--- config.mk ---
export PLATFORM = sky130hd
export DESIGN_NAME = datapath
export DESIGN_NICKNAME = d
export VERILOG_FILES = /design/src/logic/lc3b_types.sv /design/src/logic/datapath.sv /design/src/logic/decode.sv /design/src/logic/execute.sv /design/src/logic/fetch.sv /design/src/logic/mem_arbiter.sv /design/src/logic/mem_stage.sv
export VERILOG_INCLUDE_DIRS = /design/src /design/src/logic
export SDC_FILE = /design/constraint.sdc
export NUM_CORES = 1
export LEC_CHECK = 0
export BUFFER_PORTS_ARGS = -buffer_cell sky130_fd_sc_hd__buf_2
export CORE_ASPECT_RATIO = 1.25
export CORE_MARGIN = 2
export CORE_UTILIZATION = 63
export DETAILED_ROUTE_END_ITERATION = 6
export PLACE_DENSITY = 0.8
export SLEW_MARGIN = 0
export SYNTH_ARGS = -nofsm -noshare
export SYNTH_HDL_FRONTEND = slang
export SYNTH_HIERARCHICAL = 1
export SYNTH_SLANG_ARGS = --single-unit
--- constraint.sdc ---
create_clock -name clk -period 8.46 [get_ports clk]
set_clock_uncertainty 0.15 [all_clocks]
set_input_delay 1.692 -clock clk [delete_from_list [all_inputs] [get_ports clk]]
set_output_delay 1.692 -clock clk [all_outputs]
set_load 0.01 [all_outputs]
--- src/logic/lc3b_macros.svh ---
`ifndef LC3B_MACROS_SVH
`define LC3B_MACROS_SVH

// ##############################
// widths and reset values
`define LC3B_WORD_W    16
`define LC3B_REG_W     3
`define LC3B_NUM_REGS  8

`define LC3B_RESET_PC  16'h0000
`define LC3B_NZP_RESET 3'b010       // z after reset
`define LC3B_NOP       16'h0000     // br with nzp=000, never taken

// ##############################
// opcodes
`define LC3B_OP_BR     4'b0000
`define LC3B_OP_ADD    4'b0001
`define LC3B_OP_AND    4'b0101
`define LC3B_OP_LDR    4'b0110
`define LC3B_OP_STR    4'b0111
`define LC3B_OP_NOT    4'b1001

`endif

--- src/logic/lc3b_types.sv ---
`include "lc3b_macros.svh"

package lc3b_types;

typedef logic [`LC3B_WORD_W-1:0] lc3b_word;
typedef logic [`LC3B_REG_W-1:0] lc3b_reg;
typedef logic [2:0] lc3b_nzp;
typedef logic [3:0] lc3b_opcode;

typedef enum logic [1:0] {
	alu_pass,
	alu_add,
	alu_and,
	alu_not
} alu_op_e;

typedef enum logic [1:0] {
	arb_idle,
	arb_inst,
	arb_data,
	arb_release       // waiting for ack to drop
} arb_state_e;

typedef struct packed {
	lc3b_word inst;
	lc3b_word pc;
	logic valid;
} IF_ID;

typedef struct packed {
	lc3b_opcode opcode;
	alu_op_e alu_op;
	lc3b_word a;
	lc3b_word b;      // register operand, imm5 or shifted offset
	lc3b_word sdata;
	lc3b_reg dest;
	logic load;
	logic store;
	logic branch;
	logic regwrite;
	lc3b_nzp nzp;     // branch mask
	lc3b_word pc;
	logic valid;
} ID_EX;

typedef struct packed {
	lc3b_word result; // alu value or data address
	lc3b_word sdata;
	lc3b_reg dest;
	logic load;
	logic store;
	logic regwrite;
	logic valid;
} EX_MEM;

typedef struct packed {
	logic we;
	lc3b_reg dest;
	lc3b_word data;
} WB_REQ;

typedef struct packed {
	logic req;
	logic we;
	lc3b_word addr;
	lc3b_word wdata;
} MEM_REQ;

endpackage

--- src/logic/datapath.sv ---
`timescale 1ns/1ns

module datapath import lc3b_types::*; (
	input logic clk,
	input logic reset_i,
	input logic pmem_ack_i,
	input lc3b_word pmem_rdata_i,
	output logic pmem_req_o,
	output logic pmem_we_o,
	output lc3b_word pmem_addr_o,
	output lc3b_word pmem_wdata_o
);

MEM_REQ inst_req;
MEM_REQ data_req;
logic inst_done;
logic data_done;
lc3b_word inst_rdata;
lc3b_word data_rdata;
logic redirect;
lc3b_word target;
logic hold;
logic stall;
lc3b_nzp nzp;
IF_ID if_id;
ID_EX id_ex;
EX_MEM ex_mem;
WB_REQ wb;

// ##############################
// pipeline stages
fetch i_fetch (
	.clk, .reset_i,
	.inst_done_i(inst_done), .inst_rdata_i(inst_rdata),
	.redirect_i(redirect), .target_i(target),
	.hold_i(hold | stall),                          // decode stall also holds if_id
	.inst_req_o(inst_req), .if_id_o(if_id)
);

decode i_decode (
	.clk, .reset_i,
	.if_id_i(if_id), .wb_i(wb),
	.flush_i(redirect), .hold_i(hold),
	.stall_o(stall), .id_ex_o(id_ex)
);

execute i_execute (
	.clk, .reset_i,
	.id_ex_i(id_ex), .nzp_i(nzp), .hold_i(hold),
	.redirect_o(redirect), .target_o(target), .ex_mem_o(ex_mem)
);

mem_stage i_mem_stage (
	.clk, .reset_i,
	.ex_mem_i(ex_mem), .data_done_i(data_done), .data_rdata_i(data_rdata),
	.data_req_o(data_req), .hold_o(hold), .wb_o(wb), .nzp_o(nzp)
);

// ##############################
// memory port
mem_arbiter i_mem_arbiter (
	.clk, .reset_i,
	.inst_req_i(inst_req), .data_req_i(data_req),
	.pmem_ack_i, .pmem_rdata_i,
	.inst_done_o(inst_done), .data_done_o(data_done),
	.inst_rdata_o(inst_rdata), .data_rdata_o(data_rdata),
	.pmem_req_o, .pmem_we_o, .pmem_addr_o, .pmem_wdata_o
);

endmodule

--- src/logic/decode.sv ---
`timescale 1ns/1ns
`include "lc3b_macros.svh"

module decode import lc3b_types::*; (
	input logic clk,
	input logic reset_i,
	input IF_ID if_id_i,
	input WB_REQ wb_i,
	input logic flush_i,
	input logic hold_i,
	output logic stall_o,
	output ID_EX id_ex_o
);

lc3b_word regs [`LC3B_NUM_REGS];
logic [`LC3B_NUM_REGS-1:0] busy;
logic [`LC3B_NUM_REGS-1:0] busy_eff;
lc3b_opcode opcode;
lc3b_reg dr;
lc3b_reg sr1;
lc3b_reg sr2;
lc3b_word imm5;
lc3b_word off6;
lc3b_word off9;
logic use_sr1;
logic use_sr2;
logic use_dr;
logic issue;
ID_EX dec;

// write-back in the same cycle is visible to the read
function automatic lc3b_word rd_reg(input lc3b_reg r);
	if (wb_i.we && wb_i.dest == r)
		return wb_i.data;
	return regs[r];
endfunction

// ##############################
// field decode
assign opcode = if_id_i.inst[15:12];
assign dr = if_id_i.inst[11:9];
assign sr1 = if_id_i.inst[8:6];
assign sr2 = if_id_i.inst[2:0];
assign imm5 = {{11{if_id_i.inst[4]}}, if_id_i.inst[4:0]};
assign off6 = {{9{if_id_i.inst[5]}}, if_id_i.inst[5:0], 1'b0};
assign off9 = {{6{if_id_i.inst[8]}}, if_id_i.inst[8:0], 1'b0};

always_comb begin
	dec = '0;
	dec.alu_op = alu_pass;
	dec.opcode = opcode;
	dec.pc = if_id_i.pc;
	dec.dest = dr;
	dec.a = rd_reg(sr1);
	dec.sdata = rd_reg(dr);   // str source sits in the dr field
	use_sr1 = 1'b0;
	use_sr2 = 1'b0;
	use_dr = 1'b0;
	case (opcode)
		`LC3B_OP_ADD, `LC3B_OP_AND: begin
			dec.alu_op = (opcode == `LC3B_OP_ADD) ? alu_add : alu_and;
			dec.b = if_id_i.inst[5] ? imm5 : rd_reg(sr2);
			dec.regwrite = 1'b1;
			use_sr1 = 1'b1;
			use_sr2 = ~if_id_i.inst[5];
		end
		`LC3B_OP_NOT: begin
			dec.alu_op = alu_not;
			dec.regwrite = 1'b1;
			use_sr1 = 1'b1;
		end
		`LC3B_OP_LDR: begin
			dec.b = off6;
			dec.load = 1'b1;
			dec.regwrite = 1'b1;
			use_sr1 = 1'b1;
		end
		`LC3B_OP_STR: begin
			dec.b = off6;
			dec.store = 1'b1;
			use_sr1 = 1'b1;
			use_dr = 1'b1;
		end
		`LC3B_OP_BR: begin
			dec.b = off9;
			dec.branch = 1'b1;
			dec.nzp = dr;
		end
		default: ;
	endcase
end

// ##############################
// scoreboard and hazard stall
always_comb begin
	for (int r = 0; r < `LC3B_NUM_REGS; r++)
		busy_eff[r] = busy[r] & ~(wb_i.we && wb_i.dest == lc3b_reg'(r));
end

// dest is checked too so a reader never sees an older writer's value
assign stall_o = if_id_i.valid & ((use_sr1 & busy_eff[sr1]) | (use_sr2 & busy_eff[sr2])
	| ((use_dr | dec.regwrite) & busy_eff[dr]));
assign issue = if_id_i.valid & ~stall_o & ~flush_i & ~hold_i;

always_ff @(posedge clk) begin
	if (reset_i) begin
		busy <= '0;
		for (int r = 0; r < `LC3B_NUM_REGS; r++)
			regs[r] <= '0;
	end else begin
		if (wb_i.we) begin
			regs[wb_i.dest] <= wb_i.data;
			busy[wb_i.dest] <= 1'b0;
		end
		if (issue && dec.regwrite)
			busy[dr] <= 1'b1;   // set wins over a same-cycle clear
	end
end

always_ff @(posedge clk) begin
	if (reset_i) begin
		id_ex_o.valid <= 1'b0;
	end else if (!hold_i) begin
		id_ex_o <= dec;
		id_ex_o.valid <= issue;
	end
end

endmodule

--- src/logic/execute.sv ---
`timescale 1ns/1ns
`include "lc3b_macros.svh"

module execute import lc3b_types::*; (
	input logic clk,
	input logic reset_i,
	input ID_EX id_ex_i,
	input lc3b_nzp nzp_i,
	input logic hold_i,
	output logic redirect_o,
	output lc3b_word target_o,
	output EX_MEM ex_mem_o
);

lc3b_word alu_out;
lc3b_word addr_base;
lc3b_word addr_sum;
logic mem_op;
logic taken;

// ##############################
// alu
always_comb begin
	case (id_ex_i.alu_op)
		alu_add: alu_out = id_ex_i.a + id_ex_i.b;
		alu_and: alu_out = id_ex_i.a & id_ex_i.b;
		alu_not: alu_out = ~id_ex_i.a;
		default: alu_out = id_ex_i.b;   // pass
	endcase
end

// ##############################
// address adder, shared by branch target and ldr/str
assign addr_base = id_ex_i.branch ? id_ex_i.pc + 16'd2 : id_ex_i.a;
assign addr_sum = addr_base + id_ex_i.b;
assign mem_op = (id_ex_i.opcode == `LC3B_OP_LDR) || (id_ex_i.opcode == `LC3B_OP_STR);

// branch resolves here, the two younger slots get flushed
assign taken = id_ex_i.valid & id_ex_i.branch & |(id_ex_i.nzp & nzp_i);
assign redirect_o = taken & ~hold_i;
assign target_o = addr_sum;

always_ff @(posedge clk) begin
	if (reset_i) begin
		ex_mem_o.valid <= 1'b0;
	end else if (!hold_i) begin
		ex_mem_o.result <= mem_op ? addr_sum : alu_out;
		ex_mem_o.sdata <= id_ex_i.sdata;
		ex_mem_o.dest <= id_ex_i.dest;
		ex_mem_o.load <= id_ex_i.load;
		ex_mem_o.store <= id_ex_i.store;
		ex_mem_o.regwrite <= id_ex_i.regwrite;
		ex_mem_o.valid <= id_ex_i.valid & ~id_ex_i.branch;   // branch leaves a bubble
	end
end

endmodule

--- src/logic/fetch.sv ---
`timescale 1ns/1ns
`include "lc3b_macros.svh"

module fetch import lc3b_types::*; (
	input logic clk,
	input logic reset_i,
	input logic inst_done_i,
	input lc3b_word inst_rdata_i,
	input logic redirect_i,
	input lc3b_word target_i,
	input logic hold_i,
	output MEM_REQ inst_req_o,
	output IF_ID if_id_o
);

lc3b_word pc;
IF_ID pend;           // fetched word parked while if_id is held
logic discard;        // next done belongs to a dropped request
logic got;

assign got = inst_done_i & ~discard & ~redirect_i;

// one request at a time, none while a word is parked
assign inst_req_o = '{req: ~pend.valid, we: 1'b0, addr: pc, wdata: '0};

always_ff @(posedge clk) begin
	if (reset_i) begin
		pc <= `LC3B_RESET_PC;
		discard <= 1'b0;
		pend.valid <= 1'b0;
		if_id_o.valid <= 1'b0;
	end else if (redirect_i) begin
		pc <= target_i;
		discard <= inst_req_o.req & ~inst_done_i;   // may already be granted
		pend.valid <= 1'b0;
		if_id_o <= '{inst: `LC3B_NOP, pc: target_i, valid: 1'b0};
	end else begin
		if (inst_done_i)
			discard <= 1'b0;
		if (got)
			pc <= pc + 16'd2;
		if (!hold_i) begin
			if (pend.valid) begin
				if_id_o <= pend;
				pend.valid <= 1'b0;
			end else begin
				// no word this cycle means a bubble
				if_id_o <= '{inst: got ? inst_rdata_i : `LC3B_NOP, pc: pc, valid: got};
			end
		end else if (got) begin
			pend <= '{inst: inst_rdata_i, pc: pc, valid: 1'b1};
		end
	end
end

endmodule

--- src/logic/mem_arbiter.sv ---
`timescale 1ns/1ns

module mem_arbiter import lc3b_types::*; (
	input logic clk,
	input logic reset_i,
	input MEM_REQ inst_req_i,
	input MEM_REQ data_req_i,
	input logic pmem_ack_i,
	input lc3b_word pmem_rdata_i,
	output logic inst_done_o,
	output logic data_done_o,
	output lc3b_word inst_rdata_o,
	output lc3b_word data_rdata_o,
	output logic pmem_req_o,
	output logic pmem_we_o,
	output lc3b_word pmem_addr_o,
	output lc3b_word pmem_wdata_o
);

arb_state_e state;
arb_state_e state_n;
logic port_free;
logic grant_d;
logic grant_i;
logic ack_seen;

// new request only after the last ack has dropped
assign port_free = (state == arb_idle || state == arb_release) && !pmem_ack_i;
assign grant_d = port_free & data_req_i.req;    // older instruction first
assign grant_i = port_free & ~data_req_i.req & inst_req_i.req;

assign inst_done_o = (state == arb_inst) & pmem_ack_i;
assign data_done_o = (state == arb_data) & pmem_ack_i;
assign ack_seen = inst_done_o | data_done_o;
assign inst_rdata_o = pmem_rdata_i;
assign data_rdata_o = pmem_rdata_i;

always_comb begin
	state_n = state;
	if (grant_d)
		state_n = arb_data;
	else if (grant_i)
		state_n = arb_inst;
	else if (ack_seen)
		state_n = arb_release;
	else if (port_free)
		state_n = arb_idle;
end

always_ff @(posedge clk) begin
	if (reset_i) begin
		state <= arb_idle;
		pmem_req_o <= 1'b0;
		pmem_we_o <= 1'b0;
	end else begin
		state <= state_n;
		if (grant_d || grant_i) begin
			pmem_req_o <= 1'b1;
			pmem_we_o <= grant_d & data_req_i.we;
		end else if (ack_seen) begin
			pmem_req_o <= 1'b0;
			pmem_we_o <= 1'b0;
		end
	end
end

// address and data held stable for the whole request
always_ff @(posedge clk) begin
	if (grant_d) begin
		pmem_addr_o <= data_req_i.addr;
		pmem_wdata_o <= data_req_i.wdata;
	end else if (grant_i) begin
		pmem_addr_o <= inst_req_i.addr;
		pmem_wdata_o <= inst_req_i.wdata;
	end
end

endmodule

--- src/logic/mem_stage.sv ---
`timescale 1ns/1ns
`include "lc3b_macros.svh"

module mem_stage import lc3b_types::*; (
	input logic clk,
	input logic reset_i,
	input EX_MEM ex_mem_i,
	input logic data_done_i,
	input lc3b_word data_rdata_i,
	output MEM_REQ data_req_o,
	output logic hold_o,
	output WB_REQ wb_o,
	output lc3b_nzp nzp_o
);

logic mem_op;
lc3b_nzp nzp_q;
lc3b_nzp nzp_new;

// ##############################
// data access
assign mem_op = ex_mem_i.valid & (ex_mem_i.load | ex_mem_i.store);

assign data_req_o.req = mem_op;
assign data_req_o.we = ex_mem_i.valid & ex_mem_i.store;
assign data_req_o.addr = ex_mem_i.result;
assign data_req_o.wdata = ex_mem_i.sdata;

// whole pipe waits on the access, released in the done cycle
assign hold_o = mem_op & ~data_done_i;

// ##############################
// write-back
assign wb_o.we = ex_mem_i.valid & ex_mem_i.regwrite & (~ex_mem_i.load | data_done_i);
assign wb_o.dest = ex_mem_i.dest;
assign wb_o.data = ex_mem_i.load ? data_rdata_i : ex_mem_i.result;

always_comb begin
	if (wb_o.data[15])
		nzp_new = 3'b100;
	else if (wb_o.data == '0)
		nzp_new = 3'b010;
	else
		nzp_new = 3'b001;
end

always_ff @(posedge clk) begin
	if (reset_i)
		nzp_q <= `LC3B_NZP_RESET;
	else if (wb_o.we)
		nzp_q <= nzp_new;
end

// a branch in execute needs the codes of the instruction just ahead of it
assign nzp_o = wb_o.we ? nzp_new : nzp_q;

endmodule

### Yosys cells after proc, flatten, opt, wreduce, memory -nomap -nowiden

Memory sizes are Yosys's and may differ from the RTL's. A register that Yosys moved wholly into a read port is not among the register bits.
Cells that the tools add are included.

* add/sub/neg operators: 4
* $lt $le $gt $ge: 6
* equality and inequality tests: 22
* mux-type cells: 63
* bitwise gates (word level): 67
* reduce and logical (&&, ||, !) cells: 39

Operator list (count)
* 2-to-1 mux 16 bit: 14
* one-hot mux 16 bit (3 select lines): 2
* 2-to-1 mux 33 bit: 2
* AND 1 bit: 33
* adder 16 bit: 2
* adder 16 x 2 -> 16 bit (second input constant): 2
* 2-to-1 mux 1 bit: 24
* 2-to-1 mux 8 bit: 3
* inverter 1 bit: 21
* equality test 4 x 3 -> 1 bit (second input constant): 5
* 2-to-1 mux 17 bit: 1
* AND 16 bit: 1
* zero test 16 bit: 1
* < comparator 3 x 4 -> 1 bit (second input constant): 4
* inverter 16 bit: 1
* OR reduction 16 bit: 1
* 2-to-1 mux 3 bit: 5
* logical AND 1 bit: 13
* equality test 3 bit (second input constant): 4
* 2-to-1 mux 2 bit: 6
* binary-select mux 1 bit (select 3 bit): 3
* AND 8 bit: 1
* equality test 2 bit (second input constant): 4
* inverter 8 bit: 1
* other kinds (27): 47

* register bits: 218
* memory bits (writable): 128
* input bits: 19
* output and inout port bits: 34
* logic and storage cells: 236
* memories kept: 1

Memory list
* i_decode.regs: words 8, bits a word 16, rd ports 3, clocked after memory_dff 3, wr ports 8, line decode.sv:15 `` lc3b_word regs [`LC3B_NUM_REGS]; ``

### Longest topological paths before layout

* depth after elaboration: 19
* depth in mapped cells: 19
* depth with buffers taken out: 16

### By module

The synthesis kept the hierarchy.

By module, submodules not included
* decode: instances 1, cells each 859, area each 11449.7 sq um, seq. area each 6426.2 sq um
* execute: instances 1, cells each 413, area each 3701.0 sq um, seq. area each 1161.1 sq um
* fetch: instances 1, cells each 293, area each 3628.5 sq um, seq. area each 2302.2 sq um
* mem_arbiter: instances 1, cells each 194, area each 1971.9 sq um, seq. area each 1041.0 sq um
* mem_stage: instances 1, cells each 87, area each 721.9 sq um, seq. area each 60.1 sq um
* datapath: instances 1, cells each 1, area each 6.3 sq um, seq. area each 0.0 sq um

### Least setup slack after synthesis

No wires, ideal clock.

* path kind: input port to flip-flop
* start: input pmem_ack_i
* end: register i_decode.busy[3]
* library setup time: 0.088 ns
* arrival time: 6.209 ns
* required time: 8.222 ns
* setup slack: 2.013 ns
* stages: 6
* buffers on the path: 0
* path through: and2_1 nor2b_1 nor2_1 and2_1 o2111ai_4 o32ai_2

* elaborated cells on any way between the ends: 57
* classes of those cells: mux: 10; bitwise: 37; reduce/logical: 10

RTL lines
* from (decl): line datapath.sv:6 `input logic pmem_ack_i,`
* AND 1 bit (*): line mem_arbiter.sv:33 `assign data_done_o = (state == arb_data) & pmem_ack_i;`
* inverter 1 bit (*): line mem_stage.sv:30 `assign hold_o = mem_op & ~data_done_i;`
* AND 1 bit (*): line mem_stage.sv:30
* named net hold: line datapath.sv:22 `logic hold;`
* inverter 1 bit (no source line) (*)
* AND 1 bit: line execute.sv:40 `assign redirect_o = taken & ~hold_i;`
* inverter 1 bit (no source line)
* AND 1 bit: line decode.sv:103 `assign issue = if_id_i.valid & ~stall_o & ~flush_i & ~hold_i;`
* AND 1 bit (*): line decode.sv:103
* logical AND 1 bit (*): line decode.sv:115 `if (issue && dec.regwrite)`
* 2-to-1 mux 8 bit (*): line decode.sv:115
* to (signal assigned): line decode.sv:107 `busy <= '0;`
* to (signal, indexed assignment): line decode.sv:113 `busy[wb_i.dest] <= 1'b0;`
* to (signal, indexed assignment): line decode.sv:116 `busy[dr] <= 1'b1;`
* to (decl): line decode.sv:16 `` logic [`LC3B_NUM_REGS-1:0] busy; ``

The timed path passes the listed nets; every way through them passes the cells marked *. The select of a mux whose other input is x is not followed.
A chain may end at the register's enable or synchronous reset.

==> run summary <==
CP Capture Type -> register
Crit path cell chain -> buf_2 > and2_1 > o211ai_2 > inv_1 > nand4bb_1 > a21boi_0 > a2111oi_0 > a32oi_2 > o21ai_0 > and2_1 > or2_1 > nor2b_1 > and3b_1 > buf_4
Required time of the critical path -> 8530 ps
Clock tree sinks -> 377
Grt total ovfl -> 0
Port bufs -> 52
Num ports -> 53
Vias in the first global route -> 14750
GRT Total Usage -> 32.65%
RR Startpoint -> i_execute/ex_mem_o[3]
HP Class -> reg2reg
Clock Pin Slew Worst Setup and Hold Paths -> 60 ps
CTS Hold Bufs -> 0
RSZ-0062 raised after global routing -> no
Sw Ratio -> 26.39%
Post_cts resized -> 0
Clock network power share -> 36.8%
Post-route antenna net violation count -> 0
Period Utilization, post-route -> 70.51%
Total wire length -> 57320 µm
Die area -> 35540 µm²
First drt pass iteration count -> 6
Final std cells w/o fill -> 2232
Synth Instances -> 1845
Most used cell, CP -> and2_1
Vias -> 14870
Ant diodes -> 0
Die Y -> 210.3 µm
Fin nets -> 1840
Htree depth -> 2
CP max FO -> 17
Cells on worst reg2reg path -> 13
Synthesized cell area -> 21440 µm²
CP arrival -> 6030 ps
Combinational Power Share -> 14.8%
Critical Path Start -> pmem_ack_i
Slew Limit Fails -> 0
Critical path class -> in2reg
TNS Setup -> 0 ps
Remaining DRCs -> 0
# rows -> 75
Slew @ Worst Pin -> 1253 ps
Die width -> 169.0 µm
Area growth from synthesis to layout -> 5.654%
CTS tree -> built
Post-Syn Area per Cell -> 11.62 µm²
Final Hold Fails -> 0
CTS root buffer -> clkbuf_16
Max Cap Viol -> 0
Worst Setup Start Kind -> primary input
Psw -> 0.001227 W
# Post-CTS Setup Buffers -> 0
DP HPWL -> 38980 µm
Antenna violations before repair -> 0
Num CTS Buffers -> 38
Synth warnings -> 6
Slowest CP cell -> and3b_1
Dpl cells -> 2164
Vias per inst -> 6.663
# fillers -> 2438
Most common cell after layout, fill and taps aside -> edfxtp_1
GP Congestion -> 0.9281
First-pass GRT wire length -> 86820 µm
Wire per inst -> 25.68 µm
Core area -> 33590 µm²
Pwr dens -> 205.3 nW/µm²
Critical hold path startpoint -> i_decode/id_ex_o[29]
Final-report setup violation count -> 0
Fin util -> 67.43%
Pint -> 0.003423 W
Share of cells above drive strength 1 -> 16.31%
Final worst path period need -> 5965 ps
Worst hold path stage count -> 0
Max Clk Rate -> 167.6 MHz
CTS max path bufs -> 3
Sequential share of power -> 48.4%
Pleak -> 8.298 nW
Most frequent cells in the layout -> edfxtp_1, nand2_1, and2_1
IR drop worst, VDD -> 0.1936 mV
Initial Util -> 63.82%
Max-slew headroom -> 16.40%
Worst-skew pair later-pin latency -> 550 ps
CP max stage delay -> 720 ps
DRT iter0 DRCs -> 1711
Outcome -> complete, no violations
Pin count of the biggest net entering global routing -> 54
-- per-layer routing --
layer  share of wire [%]  GRT usage, %  vias up
met4                 7.5         21.81        0
met3                 7.9         5.389      208
met5                   0             0        -
met2                  49         55.17      828
li1                    -             -     6615
met1                  35         38.59     7221
-- per-stage QoR --
step	power [W]	hold slack [ps]	instance area (µm²)	setup WS (ps)
2_1_floorplan	0.002764	250.3	21500	2057
3_3_place_gp	0.002940	251.0	21400	2132
3_5_place_dp	0.002957	254.5	21400	2069
4_1_cts	0.004647	258.1	22650	2590
5_1_grt	0.004792	272.9	22650	2167
6_report	0.004650	257.9	22650	2495
-- sequential cells by signal, indices dropped and copies added, names as in the netlist, 2 cells and up --
name and count:
i_decode/regs 128, i_decode/id_ex_o 80, i_execute/ex_mem_o 39, i_fetch/if_id_o 33, i_fetch/pend 33, i_fetch/pc 16, i_mem_arbiter/pmem_addr_o 16, i_mem_arbiter/pmem_wdata_o 16
i_decode/busy 8, i_mem_stage/nzp_q 3, i_mem_arbiter/state 2
-- power groups by stage --
stage	clock network, W	logic [W]	registers, W
final	0.00171	0.000688	0.00225
after global placement	0	0.000660	0.00228
after CTS	0.00172	0.000675	0.00225
after floorplan	0	0.000521	0.00224
after global routing	0.00180	0.000737	0.00226
after detailed placement	0	0.000671	0.00229
-- cell type report --
cell class	count	area, µm²	share of cell area, %
Multi-Input combinational cell	1231	9226	40.73
Clock inverter	20	232.7	1.027
Tap cell	423	529.3	2.336
Sequential cell	377	10960	48.39
Timing Repair Buffer	84	500.5	2.209
Clock buffer	48	1020	4.501
Inverter	49	183.9	0.8119
-- final timing paths --
path                                               to  slack (ps)
worst min-delay path            i_execute/ex_mem_o[9]         260
worst max register to register        i_fetch/pend[4]        2990
worst max-delay path                  i_fetch/pend[4]        2500
worst min register to register  i_execute/ex_mem_o[9]         260
-- worst max-delay path, delay by kind of cell --
family / cells / cell delay [ps]
buf+inv: 3 / 870
compound gates: 5 / 1690
simple gates: 6 / 1750
No activity file was read; power rests on OpenSTA's default activity.
